<file path="src/axi_adapter_pkg.sv">
/*
 * AXI adapter package
 * Bus widths, AXI4 channel payloads and the request and engine state
 * types shared by the cache-side adapter and its read and write engines.
 */
package axi_adapter_pkg;

  localparam int unsigned AddrWidth  = 32;
  localparam int unsigned WordWidth  = 64;
  localparam int unsigned StrbWidth  = WordWidth / 8;
  localparam int unsigned IdWidth    = 4;
  // byte offset bits inside one data beat
  localparam int unsigned ByteOffset = $clog2(StrbWidth);

  typedef logic [AddrWidth-1:0] addr_t;
  typedef logic [WordWidth-1:0] word_t;
  typedef logic [StrbWidth-1:0] strb_t;
  typedef logic [IdWidth-1:0]   id_t;

  // fixed AXI field values
  localparam logic [1:0] BurstIncr       = 2'b01;
  localparam logic [3:0] CacheModifiable = 4'b0010;

  typedef enum logic {
    SINGLE_REQ,
    LINE_REQ
  } ad_req_e;

  // ------------------------------
  // AXI4 channel payloads
  // ------------------------------
  // shared by AW and AR
  typedef struct packed {
    id_t        id;
    addr_t      addr;
    logic [7:0] len;
    logic [2:0] size;
    logic [1:0] burst;
    logic [3:0] cache;
  } axi_ax_t;

  typedef struct packed {
    word_t data;
    strb_t strb;
    logic  last;
  } axi_w_t;

  typedef struct packed {
    id_t        id;
    logic [1:0] resp;
  } axi_b_t;

  typedef struct packed {
    id_t        id;
    word_t      data;
    logic [1:0] resp;
    logic       last;
  } axi_r_t;

  typedef struct packed {
    logic    aw_valid;
    axi_ax_t aw;
    logic    w_valid;
    axi_w_t  w;
    logic    b_ready;
    logic    ar_valid;
    axi_ax_t ar;
    logic    r_ready;
  } axi_req_t;

  typedef struct packed {
    logic   aw_ready;
    logic   ar_ready;
    logic   w_ready;
    logic   b_valid;
    axi_b_t b;
    logic   r_valid;
    axi_r_t r;
  } axi_rsp_t;

  // ------------------------------
  // engine states
  // ------------------------------
  typedef enum logic [2:0] {
    W_IDLE,
    W_WAIT_AW,
    W_WAIT_LAST_W,
    W_WAIT_LAST_W_AW,
    W_WAIT_AW_BURST,
    W_WAIT_B
  } write_state_e;

  typedef enum logic [1:0] {
    R_IDLE,
    R_WAIT_SINGLE,
    R_WAIT_LINE,
    R_COMPLETE
  } read_state_e;

  // base address of the cache line holding addr
  function automatic addr_t line_base(addr_t addr, int unsigned line_words);
    addr_t mask;
    mask = ~addr_t'(line_words * StrbWidth - 1);
    return addr & mask;
  endfunction

endpackage

</file>
<file path="src/axi_write_engine.sv">
/*
 * AXI write engine
 * Issues single-beat and cache-line writes on AW and W, grants the
 * request once the address and the last data beat are accepted and
 * reports the B response back to the cache.
 */
`timescale 1ns/10ps

module axi_write_engine import axi_adapter_pkg::*; #(
  parameter int unsigned LineWords = 4
) (
  input  logic                      clk_i,
  input  logic                      rst_ni,
  input  logic                      req_i,
  input  ad_req_e                   type_i,
  input  addr_t                     addr_i,
  input  logic [1:0]                size_i,
  input  id_t                       id_i,
  input  word_t [LineWords-1:0]     wdata_i,
  input  strb_t [LineWords-1:0]     be_i,
  input  axi_rsp_t                  rsp_i,
  output logic                      gnt_o,
  output logic                      busy_o,
  output logic                      valid_o,
  output id_t                       id_o,
  output axi_ax_t                   aw_o,
  output logic                      aw_valid_o,
  output axi_w_t                    w_o,
  output logic                      w_valid_o,
  output logic                      b_ready_o
);

  localparam int unsigned IdxWidth = (LineWords > 1) ? $clog2(LineWords) : 1;
  localparam logic [IdxWidth-1:0] LastBeat = IdxWidth'(LineWords - 1);

  write_state_e          state_q, state_d;
  logic [IdxWidth-1:0]   beat_q, beat_d;
  logic                  is_single;
  logic                  w_last;
  logic                  w_done;

  assign is_single = (type_i == SINGLE_REQ);
  assign w_last    = is_single || (beat_q == LastBeat);
  // last data beat accepted in this cycle
  assign w_done    = rsp_i.w_ready & w_last;

  assign busy_o = (state_q != W_IDLE);
  assign id_o   = rsp_i.b.id;

  // request fields stay steady until the grant, so drive them straight through
  always_comb begin
    aw_o.id    = id_i;
    aw_o.addr  = is_single ? addr_i : line_base(addr_i, LineWords);
    aw_o.len   = is_single ? 8'd0 : 8'(LineWords - 1);
    aw_o.size  = is_single ? {1'b0, size_i} : 3'(ByteOffset);
    aw_o.burst = BurstIncr;
    aw_o.cache = CacheModifiable;

    w_o.data = wdata_i[beat_q];
    w_o.strb = be_i[beat_q];
    w_o.last = w_last;
  end

  // ------------------------------
  // FSM
  // ------------------------------
  always_comb begin
    state_d    = state_q;
    beat_d     = beat_q;
    gnt_o      = 1'b0;
    valid_o    = 1'b0;
    aw_valid_o = 1'b0;
    w_valid_o  = 1'b0;
    b_ready_o  = 1'b0;

    case (state_q)
      // both AW and W still outstanding
      W_IDLE, W_WAIT_LAST_W_AW: begin
        if (req_i || state_q == W_WAIT_LAST_W_AW) begin
          aw_valid_o = 1'b1;
          w_valid_o  = 1'b1;
          if (rsp_i.w_ready && !w_last) begin
            beat_d = beat_q + IdxWidth'(1);
          end
          case ({rsp_i.aw_ready, w_done})
            2'b11: begin
              gnt_o   = 1'b1;
              beat_d  = '0;
              state_d = W_WAIT_B;
            end
            2'b10: state_d = W_WAIT_LAST_W;
            2'b01: state_d = is_single ? W_WAIT_AW : W_WAIT_AW_BURST;
            default: begin
              // a middle beat went out before the address
              if (rsp_i.w_ready) begin
                state_d = W_WAIT_LAST_W_AW;
              end
            end
          endcase
        end
      end

      W_WAIT_LAST_W: begin
        w_valid_o = 1'b1;
        if (rsp_i.w_ready) begin
          if (w_last) begin
            gnt_o   = 1'b1;
            beat_d  = '0;
            state_d = W_WAIT_B;
          end else begin
            beat_d = beat_q + IdxWidth'(1);
          end
        end
      end

      // all data sent, only the address is left
      W_WAIT_AW, W_WAIT_AW_BURST: begin
        aw_valid_o = 1'b1;
        if (rsp_i.aw_ready) begin
          gnt_o   = 1'b1;
          beat_d  = '0;
          state_d = W_WAIT_B;
        end
      end

      W_WAIT_B: begin
        b_ready_o = rsp_i.b_valid;
        if (rsp_i.b_valid) begin
          valid_o = 1'b1;
          state_d = W_IDLE;
        end
      end

      default: state_d = W_IDLE;
    endcase
  end

  always_ff @(posedge clk_i or negedge rst_ni) begin
    if (!rst_ni) begin
      state_q <= W_IDLE;
      beat_q  <= '0;
    end else begin
      state_q <= state_d;
      beat_q  <= beat_d;
    end
  end

endmodule

</file>
<file path="src/axi_read_engine.sv">
/*
 * AXI read engine
 * Issues single-beat and incremental cache-line reads on AR, collects
 * the R beats into a line buffer and flags the critical word as it
 * passes. The full line is returned one cycle after the last beat.
 */
`timescale 1ns/10ps

module axi_read_engine import axi_adapter_pkg::*; #(
  parameter int unsigned LineWords = 4
) (
  input  logic                      clk_i,
  input  logic                      rst_ni,
  input  logic                      req_i,
  input  ad_req_e                   type_i,
  input  addr_t                     addr_i,
  input  logic [1:0]                size_i,
  input  id_t                       id_i,
  input  axi_rsp_t                  rsp_i,
  output logic                      gnt_o,
  output logic                      busy_o,
  output logic                      valid_o,
  output word_t [LineWords-1:0]     line_o,
  output id_t                       id_o,
  output word_t                     critical_word_o,
  output logic                      critical_word_valid_o,
  output axi_ax_t                   ar_o,
  output logic                      ar_valid_o,
  output logic                      r_ready_o
);

  localparam int unsigned IdxWidth = (LineWords > 1) ? $clog2(LineWords) : 1;

  read_state_e           state_q, state_d;
  logic [IdxWidth-1:0]   beat_q, beat_d;
  word_t [LineWords-1:0] line_q, line_d;
  // word of the line that caused the miss
  logic [IdxWidth-1:0]   offset_q, offset_d;
  id_t                   id_q, id_d;
  logic                  is_single;

  assign is_single = (type_i == SINGLE_REQ);

  assign busy_o          = (state_q != R_IDLE);
  assign line_o          = line_q;
  assign id_o            = id_q;
  assign critical_word_o = rsp_i.r.data;

  // line reads start at the line base so the beats arrive in word order
  always_comb begin
    ar_o.id    = id_i;
    ar_o.addr  = is_single ? addr_i : line_base(addr_i, LineWords);
    ar_o.len   = is_single ? 8'd0 : 8'(LineWords - 1);
    ar_o.size  = is_single ? {1'b0, size_i} : 3'(ByteOffset);
    ar_o.burst = BurstIncr;
    ar_o.cache = CacheModifiable;
  end

  // ------------------------------
  // FSM
  // ------------------------------
  always_comb begin
    state_d               = state_q;
    beat_d                = beat_q;
    line_d                = line_q;
    offset_d              = offset_q;
    id_d                  = id_q;
    gnt_o                 = 1'b0;
    valid_o               = 1'b0;
    ar_valid_o            = 1'b0;
    r_ready_o             = 1'b0;
    critical_word_valid_o = 1'b0;

    case (state_q)
      R_IDLE: begin
        if (req_i) begin
          ar_valid_o = 1'b1;
          gnt_o      = rsp_i.ar_ready;
          if (rsp_i.ar_ready) begin
            beat_d   = '0;
            offset_d = addr_i[ByteOffset +: IdxWidth];
            state_d  = is_single ? R_WAIT_SINGLE : R_WAIT_LINE;
          end
        end
      end

      R_WAIT_SINGLE, R_WAIT_LINE: begin
        r_ready_o = 1'b1;
        if (rsp_i.r_valid) begin
          if (state_q == R_WAIT_LINE) begin
            line_d[beat_q]        = rsp_i.r.data;
            critical_word_valid_o = (beat_q == offset_q);
            beat_d                = beat_q + IdxWidth'(1);
          end else begin
            line_d[0] = rsp_i.r.data;
          end
          if (rsp_i.r.last) begin
            id_d    = rsp_i.r.id;
            state_d = R_COMPLETE;
          end
        end
      end

      R_COMPLETE: begin
        valid_o = 1'b1;
        state_d = R_IDLE;
      end

      default: state_d = R_IDLE;
    endcase
  end

  always_ff @(posedge clk_i or negedge rst_ni) begin
    if (!rst_ni) begin
      state_q <= R_IDLE;
      beat_q  <= '0;
    end else begin
      state_q <= state_d;
      beat_q  <= beat_d;
    end
  end

  // line buffer and saved request data
  always_ff @(posedge clk_i) begin
    line_q   <= line_d;
    offset_q <= offset_d;
    id_q     <= id_d;
  end

endmodule

</file>
<file path="src/axi_adapter.sv">
/*
 * Cache to AXI4 adapter
 * Steers cache requests to the write or the read engine, merges their
 * grant and response strobes and assembles the AXI master port.
 */
`timescale 1ns/10ps

module axi_adapter import axi_adapter_pkg::*; #(
  parameter int unsigned LineWords = 4
) (
  input  logic                      clk_i,
  input  logic                      rst_ni,
  output logic                      busy_o,
  input  logic                      req_i,
  input  ad_req_e                   type_i,
  output logic                      gnt_o,
  input  addr_t                     addr_i,
  input  logic                      we_i,
  input  word_t [LineWords-1:0]     wdata_i,
  input  strb_t [LineWords-1:0]     be_i,
  input  logic [1:0]                size_i,
  input  id_t                       id_i,
  output logic                      valid_o,
  output word_t [LineWords-1:0]     rdata_o,
  output id_t                       id_o,
  output word_t                     critical_word_o,
  output logic                      critical_word_valid_o,
  output axi_req_t                  axi_req_o,
  input  axi_rsp_t                  axi_resp_i
);

  logic                  wr_req, wr_gnt, wr_busy, wr_valid;
  logic                  rd_req, rd_gnt, rd_busy, rd_valid;
  id_t                   wr_id, rd_id;
  word_t [LineWords-1:0] rd_line;
  axi_ax_t               aw, ar;
  axi_w_t                w;
  logic                  aw_valid, w_valid, b_ready;
  logic                  ar_valid, r_ready;

  // a new request waits until the other engine has finished
  assign wr_req = req_i & we_i & ~rd_busy;
  assign rd_req = req_i & ~we_i & ~wr_busy;

  axi_write_engine #(
    .LineWords (LineWords)
  ) u_write (
    .clk_i      (clk_i),
    .rst_ni     (rst_ni),
    .req_i      (wr_req),
    .type_i     (type_i),
    .addr_i     (addr_i),
    .size_i     (size_i),
    .id_i       (id_i),
    .wdata_i    (wdata_i),
    .be_i       (be_i),
    .rsp_i      (axi_resp_i),
    .gnt_o      (wr_gnt),
    .busy_o     (wr_busy),
    .valid_o    (wr_valid),
    .id_o       (wr_id),
    .aw_o       (aw),
    .aw_valid_o (aw_valid),
    .w_o        (w),
    .w_valid_o  (w_valid),
    .b_ready_o  (b_ready)
  );

  axi_read_engine #(
    .LineWords (LineWords)
  ) u_read (
    .clk_i                 (clk_i),
    .rst_ni                (rst_ni),
    .req_i                 (rd_req),
    .type_i                (type_i),
    .addr_i                (addr_i),
    .size_i                (size_i),
    .id_i                  (id_i),
    .rsp_i                 (axi_resp_i),
    .gnt_o                 (rd_gnt),
    .busy_o                (rd_busy),
    .valid_o               (rd_valid),
    .line_o                (rd_line),
    .id_o                  (rd_id),
    .critical_word_o       (critical_word_o),
    .critical_word_valid_o (critical_word_valid_o),
    .ar_o                  (ar),
    .ar_valid_o            (ar_valid),
    .r_ready_o             (r_ready)
  );

  // ------------------------------
  // cache side merge
  // ------------------------------
  assign busy_o  = wr_busy | rd_busy;
  assign gnt_o   = wr_gnt | rd_gnt;
  assign valid_o = wr_valid | rd_valid;
  assign id_o    = rd_valid ? rd_id : wr_id;
  // writes return no data
  assign rdata_o = rd_valid ? rd_line : '0;

  // write engine owns AW, W and B, read engine owns AR and R
  always_comb begin
    axi_req_o.aw_valid = aw_valid;
    axi_req_o.aw       = aw;
    axi_req_o.w_valid  = w_valid;
    axi_req_o.w        = w;
    axi_req_o.b_ready  = b_ready;
    axi_req_o.ar_valid = ar_valid;
    axi_req_o.ar       = ar;
    axi_req_o.r_ready  = r_ready;
  end

endmodule

</file>
<file path="config.mk">
export PLATFORM = sky130hd
export DESIGN_NAME = axi_adapter
export DESIGN_NICKNAME = d
export VERILOG_FILES = /design/src/axi_adapter_pkg.sv /design/src/axi_write_engine.sv /design/src/axi_read_engine.sv /design/src/axi_adapter.sv
export SDC_FILE = /design/constraint.sdc
export NUM_CORES = 1
export LEC_CHECK = 0
export ABC_AREA = 1
export CORE_AREA = 2 2 364 366
export CTS_BUF_LIST = sky130_fd_sc_hd__clkbuf_4 sky130_fd_sc_hd__clkbuf_8
export CTS_CLUSTER_DIAMETER = 80
export DETAILED_ROUTE_END_ITERATION = 6
export DIE_AREA = 0 0 366 368
export DONT_BUFFER_PORTS = 1
export HOLD_SLACK_MARGIN = 0.05
export MAX_ROUTING_LAYER = met4
export SYNTH_ARGS = -nofsm -noshare
export SYNTH_HDL_FRONTEND = slang
export SYNTH_HIERARCHICAL = 1
export SYNTH_SLANG_ARGS = --single-unit
</file>
<file path="constraint.sdc">
create_clock -name clk_i -period 6.1 [get_ports clk_i]
set_input_delay 0.61 -clock clk_i [delete_from_list [all_inputs] [get_ports clk_i]]
set_output_delay 0.61 -clock clk_i [all_outputs]
set_load 0.01 [all_outputs]
</file>
==> results of run 1 <==
power groups by stage:
stage | clock (uW) | combinational, uW | sequential [uW]
floorplan | 0 | 1820 | 2420
global placement | 0 | 2750 | 2480
finish | 1760 | 2740 | 2440
detailed placement | 0 | 2780 | 2490
global route | 1920 | 3030 | 2470
CTS | 1860 | 2860 | 2450
timing repair:
| item | 4_1_cts | 5_1_grt |
|---|---|---|
| hold endpoints to repair | 241 | 0 |
| setup endpoints to repair | 0 | 0 |
| hold buffers | 73 | 0 |
placed cells by master (no fill, tap or decap), types with 4 or more instances in the layout:
cell type	Yosys	layout
o22ai_1	73	73
clkinv_1	1	10
dlygate4sd3_1	0	73
nor2_4	1	6
or2_2	8	8
diode_2	0	14
buf_4	194	16
nor2_1	233	229
dfrtp_1	9	7
nand2_2	6	6
ha_1	9	8
inv_1	358	358
nand2_1	324	324
clkinv_2	0	5
nand3_1	12	12
clkbuf_4	0	15
inv_2	4	4
nand4_1	6	6
buf_12	0	7
edfxtp_1	262	262
o21ai_0	147	147
conb_1	4	26
clkbuf_8	0	49
cells in the mapped netlist:
library cell,n,area share [%]
a21oi_2,1,0.059
buf_2,32,1.1
buf_4,194,9.8
buf_6,3,0.23
clkbuf_1,23,0.58
clkinv_1,1,0.025
conb_1,4,0.10
dfrtp_1,9,1.5
edfxtp_1,262,53
ha_1,9,0.76
inv_1,358,9.0
inv_2,4,0.10
nand2_1,324,8.2
nand2_2,6,0.25
nand2_4,1,0.076
nand3_1,12,0.40
nand3b_1,1,0.050
nand4_1,6,0.25
nor2_1,233,5.9
nor2_2,2,0.084
nor2_4,1,0.076
nor3_1,1,0.034
o21ai_0,147,4.9
o21ai_1,1,0.034
o21bai_1,3,0.15
o22ai_1,73,3.1
or2_2,8,0.34
xnor2_1,1,0.059
xor2_1,1,0.059
metal layers:
metal	vias to the layer above	track usage, %	wire, um
li1	5024	-	-
met3	145	4.05	7570
met2	783	16.2	33400
met1	5312	10.3	25100
met4	0	4.42	2690
met5	-	-	0
layout make-up:
cell class	count	area, sq um
Inverter	363	1370
Clock inverter	22	183
Sequential cell	271	8100
Antenna cell	14	35.0
Fill cell	14900	113000
Timing Repair Buffer	97	1000
Multi-Input combinational cell	857	3830
Tap cell	1755	2200
Clock buffer	64	787
state kept, by name, indices dropped and copies added, names as in the netlist:
| name | cells |
|---|---|
| u_write/beat_q | 2 |
| u_read/state_q | 2 |
| u_read/line_o | 256 |
| u_read/offset_q | 2 |
| u_read/beat_q | 2 |
| u_write/state_q | 3 |
| u_read/id_o | 4 |
final timing paths:
check	from	endpoint	slack (ps)	depth (start not counted)
min reg2reg	u_read/state_q[0]$_DFFE_PN0P_	u_read/state_q[0]$_DFFE_PN0P_	590	2
max reg2reg	u_read/state_q[0]$_DFFE_PN0P_	u_read/line_o[206]$_DFFE_PP_	2730	7
max in group asynchronous	rst_ni	u_write/beat_q[0]$_DFFE_PN0P_	5320	1
min in group asynchronous	rst_ni	u_read/beat_q[0]$_DFFE_PN0P_	360	1
min	axi_resp_i[36]	u_read/line_o[33]$_DFFE_PP_	170	2
max	u_write/beat_q[0]$_DFFE_PN0P_	axi_req_o[106]	1940	4
worst max-delay path, delay by kind of cell (launching register included):
kind | cells | cell delay, ps
DFF | 1 | 680
buffers and inverters | 2 | 1170
AOI/OAI and AO/OA | 2 | 990
cell families after synthesis:
logic type               count (synthesis)  synth area share [%]
buffers and inverters                  615                  20.8
AND/OR/NAND/NOR                        595                  15.6
flip-flops                             271                  54.4
AO/OA/AOI/OAI                          225                  8.25
adder cells (fa/ha/maj)                  9                 0.756
other                                    4                 0.101
XOR/XNOR                                 2                 0.118
stage by stage:
stage                     total power [uW]  setup WS, ps  utilization, %  hold slack (ps)  area [sq um]
final                                 6940          1940            13.4              167         17500
after floorplan                       4240          1840               -              314         15000
after detailed placement              5270          2470            12.0              315         15800
after global placement                5230          2520            12.0              315         15800
after global routing                  7410          1550            13.4             81.7         17500
after CTS                             7170          1710            13.3             52.1         17500
==> summary.md, run 1 <==
| Metric | Value |
|---|---|
| Post-CTS sizing | 0 |
| Clk Latency, worst-skew pair | 670 ps |
| Number of buffers created by CTS | 49 |
| First-pass GRT wire length | 88.4 mm |
| Die area | 0.135 sq mm |
| Core area | 0.131 sq mm |
| CTS tree | yes |
| Sw frac | 45.1% |
| Placer Congestion | 0.964 |
| Clock share of power | 25.4% |
| Root buffer cell | clkbuf_8 |
| Max-cap viol count | 0 |
| CP Max Fanout | 95 |
| Yosys reg bits | 271 |
| Die height | 368 um |
| WP data arrival | 3550 ps |
| Layout Area Growth over Synthesis | 17.5% |
| Number of buffers added for setup after CTS | 0 |
| GRT Total Usage | 9.84% |
| RSZ-0062 raised after global routing | no |
| Initial antenna violation count | 15 |
| Req. time, crit path | 5490 ps |
| Post-route DRC | 0 |
| Crit end category | output port |
| # rows | 133 |
| Worst-margin pin slew | 1270 ps |
| Clock-pin slew on the worst setup and hold paths | 60 ps |
| Max stage delay on crit path | 830 ps |
| Crit-path cells | inv_4, buf_4, o21ai_0, o22ai_1 |
| Final ANT Viol Nets | 0 |
| Via count | 11300 |
| Largest net degree at the start of global routing | 113 |
| Hold Vio Cnt, Final | 0 |
| Syn Area/Cell | 8.65 sq um |
| TritonRoute pass-1 iters | 5 |
| Reg power frac | 35.2% |
| Final nets | 2061 |
| Die W | 366 um |
| Switching pwr | 3130 uW |
| GRT overflow | 0 |
| Clk buf depth | 3 |
| Starting DRT DRC Count | 857 |
| Synthesized instance count | 1721 |
| Port buffer count | 0 |
| Initial Util | 11.4% |
| Comb pwr share | 39.4% |
| Cell Int Power | 3810 uW |
| Pwr Density | 397 mW/mm^2 |
| Seq/Total Area, Yosys | 54.4% |
| Tmin final | 4160 ps |
| Post-route clock skew | 28.9 ps |
| # H-tree levels | 2 |
| Finished Layout Cells | 3443 |
| Worst setup SP type | register |
| Placed cell count | 3270 |
| Status | completed |
| Detailed-route wire length per cell | 20.0 um |
| Via density | 3.27 |
| Critical path class | reg2out |
| Vias in the first global route | 10400 |
| Mapped cell area | 0.0149 sq mm |
| Max_slew headroom | 15.6% |
| Routed WL | 68.7 mm |
| Static leakage | 0.00784 uW |
| Setup tns final | 0 ps |
| Clk sink count | 271 |
| Setup violators final | 0 |
| Fraction of layout instances using a drive strength above 1 | 7.83% |
| Slowest-stage cell, CP | o22ai_1 |
| # IOs | 925 |
| Tcrit/Tclk final | 68.2% |
| Fin. max-slew vios | 0 |
| Highest clock rate | 240 MHz |
| Max rail drop VDD | 0.000230 V |
| Synth warn | 6 |
| Synth unique cells | 29 |
| Hold Crit Class | in2reg |
| HPWL Detailed | 52.0 mm |
Power figures use the tool's default switching activity.
==> run 2: changes to the inputs <==
- clock period: 6.1 -> 4 ns (I/O delays scaled with it)
==> summary.md, run 2 (same netlist as run 1, synthesis figures left out) <==
| Metric | Value |
|---|---|
| Status | completed |
| Post-route DRC | 0 (unchanged) |
| Worst setup SP type | register |
| Fraction of layout instances using a drive strength above 1 | 9.05% (+1.2 points) |
| Fin. max-slew vios | 0 (unchanged) |
| Max_slew headroom | 31.6% (+16 points) |
| Highest clock rate | 296 MHz |
| Port buffer count | 0 (unchanged) |
| Placed cell count | 3303 (+1.0%) |
| Largest net degree at the start of global routing | 108 (-4.4%) |
| Placer Congestion | 0.969 (+0.47%) |
| Fill cells | 14800 (-0.25%) |
| Final nets | 2101 (+1.9%) |
| Setup violators final | 0 (unchanged) |
| Via count | 11300 (+0.15%) |
| CP Max Fanout | 107 (+13%) |
| Final std cell area, no fill | 0.0178 sq mm (+2.0%) |
| Reg-to-reg endpoint | u_read/state_q[1]$_DFFE_PN0P_ |
| Clock-pin slew on the worst setup and hold paths | 60 ps (about the same) |
| Root buffer cell | clkbuf_8 |
| Die W | 366 um (unchanged) |
| # IOs | 925 (unchanged) |
| GRT Total Usage | 9.67% (-0.17 points) |
| Max reg flops | 256 (unchanged) |
| # H-tree levels | 2 (unchanged) |
| Pre-CTS setup slack | 1320 ps (-1160 ps) |
| Core area | 0.131 sq mm (unchanged) |
| Clk buf depth | 3 (unchanged) |
| Hold Slack | 154 ps (-13.1 ps) |
| Static leakage | 0.00802 uW (+2.3%) |
| TritonRoute pass-1 iters | 6 (+1) |
| Reg2reg path depth | 7 (unchanged) |
| Max rail drop VDD | 0.000495 V (+110%) |
| R2R Setup Slk | 1290 ps (-1440 ps) |
| Number of buffers created by CTS | 47 (-4.1%) |
| Layout Area Growth over Synthesis | 19.8% |
| Req. time, crit path | 3600 ps (-1890 ps) |
| Post-route setup slack | 617 ps (-1320 ps) |
| Hold Vio Cnt, Final | 0 (unchanged) |
| GRT overflow | 0 (unchanged) |
| Worst-margin pin slew | 1020 ps (-243 ps) |
| Hold wc startpoint | axi_resp_i[81] |
| Pwr Density | 606 mW/mm^2 (+53%) |
| Hold Crit Class | in2reg |
| Post-route clock skew | 28.9 ps (+0.0231 ps) |
| Tmin final | 3380 ps |
| Starting DRT DRC Count | 855 (-0.23%) |
| Tcrit/Tclk final | 84.6% |
| Initial Util | 11.4% (unchanged) |
| Critical path class | reg2out |
| WP data arrival | 2980 ps (-570 ps) |
| DP Area | 0.0160 sq mm (+1.7%) |
| # hold bufs at CTS | 82 (+12%) |
| WHS Path Cells | 5 (+3) |
| Crit end category | output port |
| Die area | 0.135 sq mm (unchanged) |
| Final ANT Viol Nets | 0 (unchanged) |
| Vias in the first global route | 10300 (-0.96%) |
| Hold EP | u_write/state_q[0]$_DFFE_PN0P_ |
| Max-cap viol count | 0 (unchanged) |
| Via density | 3.24 (-1.0%) |
| Number of buffers added for setup after CTS | 0 (unchanged) |
| Routed WL | 67.2 mm (-2.3%) |
| First-pass GRT wire length | 87.5 mm (-1.1%) |
| RSZ-0062 raised after global routing | no |
| Post-CTS sizing | 0 (unchanged) |
| Clk Latency, worst-skew pair | 660 ps (about the same) |
| HPWL Detailed | 52.0 mm (about the same) |
| Clk sink count | 271 (unchanged) |
| Finished Layout Cells | 3484 (+1.2%) |
| Die height | 368 um (unchanged) |
| Most common cell after layout, fill and taps aside | inv_1 |
| Total power | 10800 uW (+56%) |
| # rows | 133 (unchanged) |
| Commonest cells after routing, fill and taps aside | inv_1 (358), nand2_1 (324), edfxtp_1 (262), nor2_1 (229), o21ai_0 (147) |
| Detailed-route wire length per cell | 19.3 um (-3.4%) |
| Worst r2r src | u_read/state_q[0]$_DFFE_PN0P_ |
| Initial antenna violation count | 20 (+5) |
| CTS tree | yes |
[run 2: stage by stage]
| stage | TNS, ps | utilization (%) |
|---|---|---|
| CTS | 0 | 13.6 |
| global route | 0 | 13.6 |
| floorplan | -62620 | - |
| global placement | 0 | 12.2 |
| finish | 0 | 13.6 |
| detailed placement | 0 | 12.2 |
[run 2: where the power goes]
group / total [uW] / internal [uW] / switching, uW
clock network: 2680 / 1410 / 1260
registers: 3680 / 3530 / 144
logic: 4460 / 1070 / 3390
[run 2: how the worst max path moves through the flow]
stage                                              from                           end  slack, ps
final                     u_write/beat_q[0]$_DFFE_PN0P_                 axi_req_o[71]        620
after global routing      u_write/beat_q[0]$_DFFE_PN0P_                 axi_req_o[71]        350
after detailed placement  u_write/beat_q[0]$_DFFE_PN0P_                 axi_req_o[71]       1320
after global placement    u_write/beat_q[0]$_DFFE_PN0P_                 axi_req_o[71]       1360
after CTS                 u_write/beat_q[0]$_DFFE_PN0P_                 axi_req_o[71]        520
after floorplan           u_read/state_q[1]$_DFFE_PN0P_  u_read/line_o[100]$_DFFE_PP_       -260
[run 2: final cells by class]
type	count	area [sq um]	area share, %
well taps	1755	2200	12.3
flip-flops and latches	271	8100	45.4
clock buffers	51	677	3.79
inverters	363	1370	7.65
diodes	17	42.5	0.238
clock inverters	31	284	1.59
multi-input cells	857	3830	21.5
repair buffers	139	1350	7.58
[run 2: metal layers]
layer  vias up  global-route usage [%]  share of wire, %
met1      5289                    9.97                36
met4         0                    4.42               4.4
met5         -                       -                 0
met2       745                    16.0                48
li1       5099                       -                 -
met3       148                    4.06                11
[run 2: critical path: stages, from the launching register on]
cell	delay (ps)
dfrtp_4	500
inv_4	710
buf_4	320
o21ai_0	90
o22ai_1	620
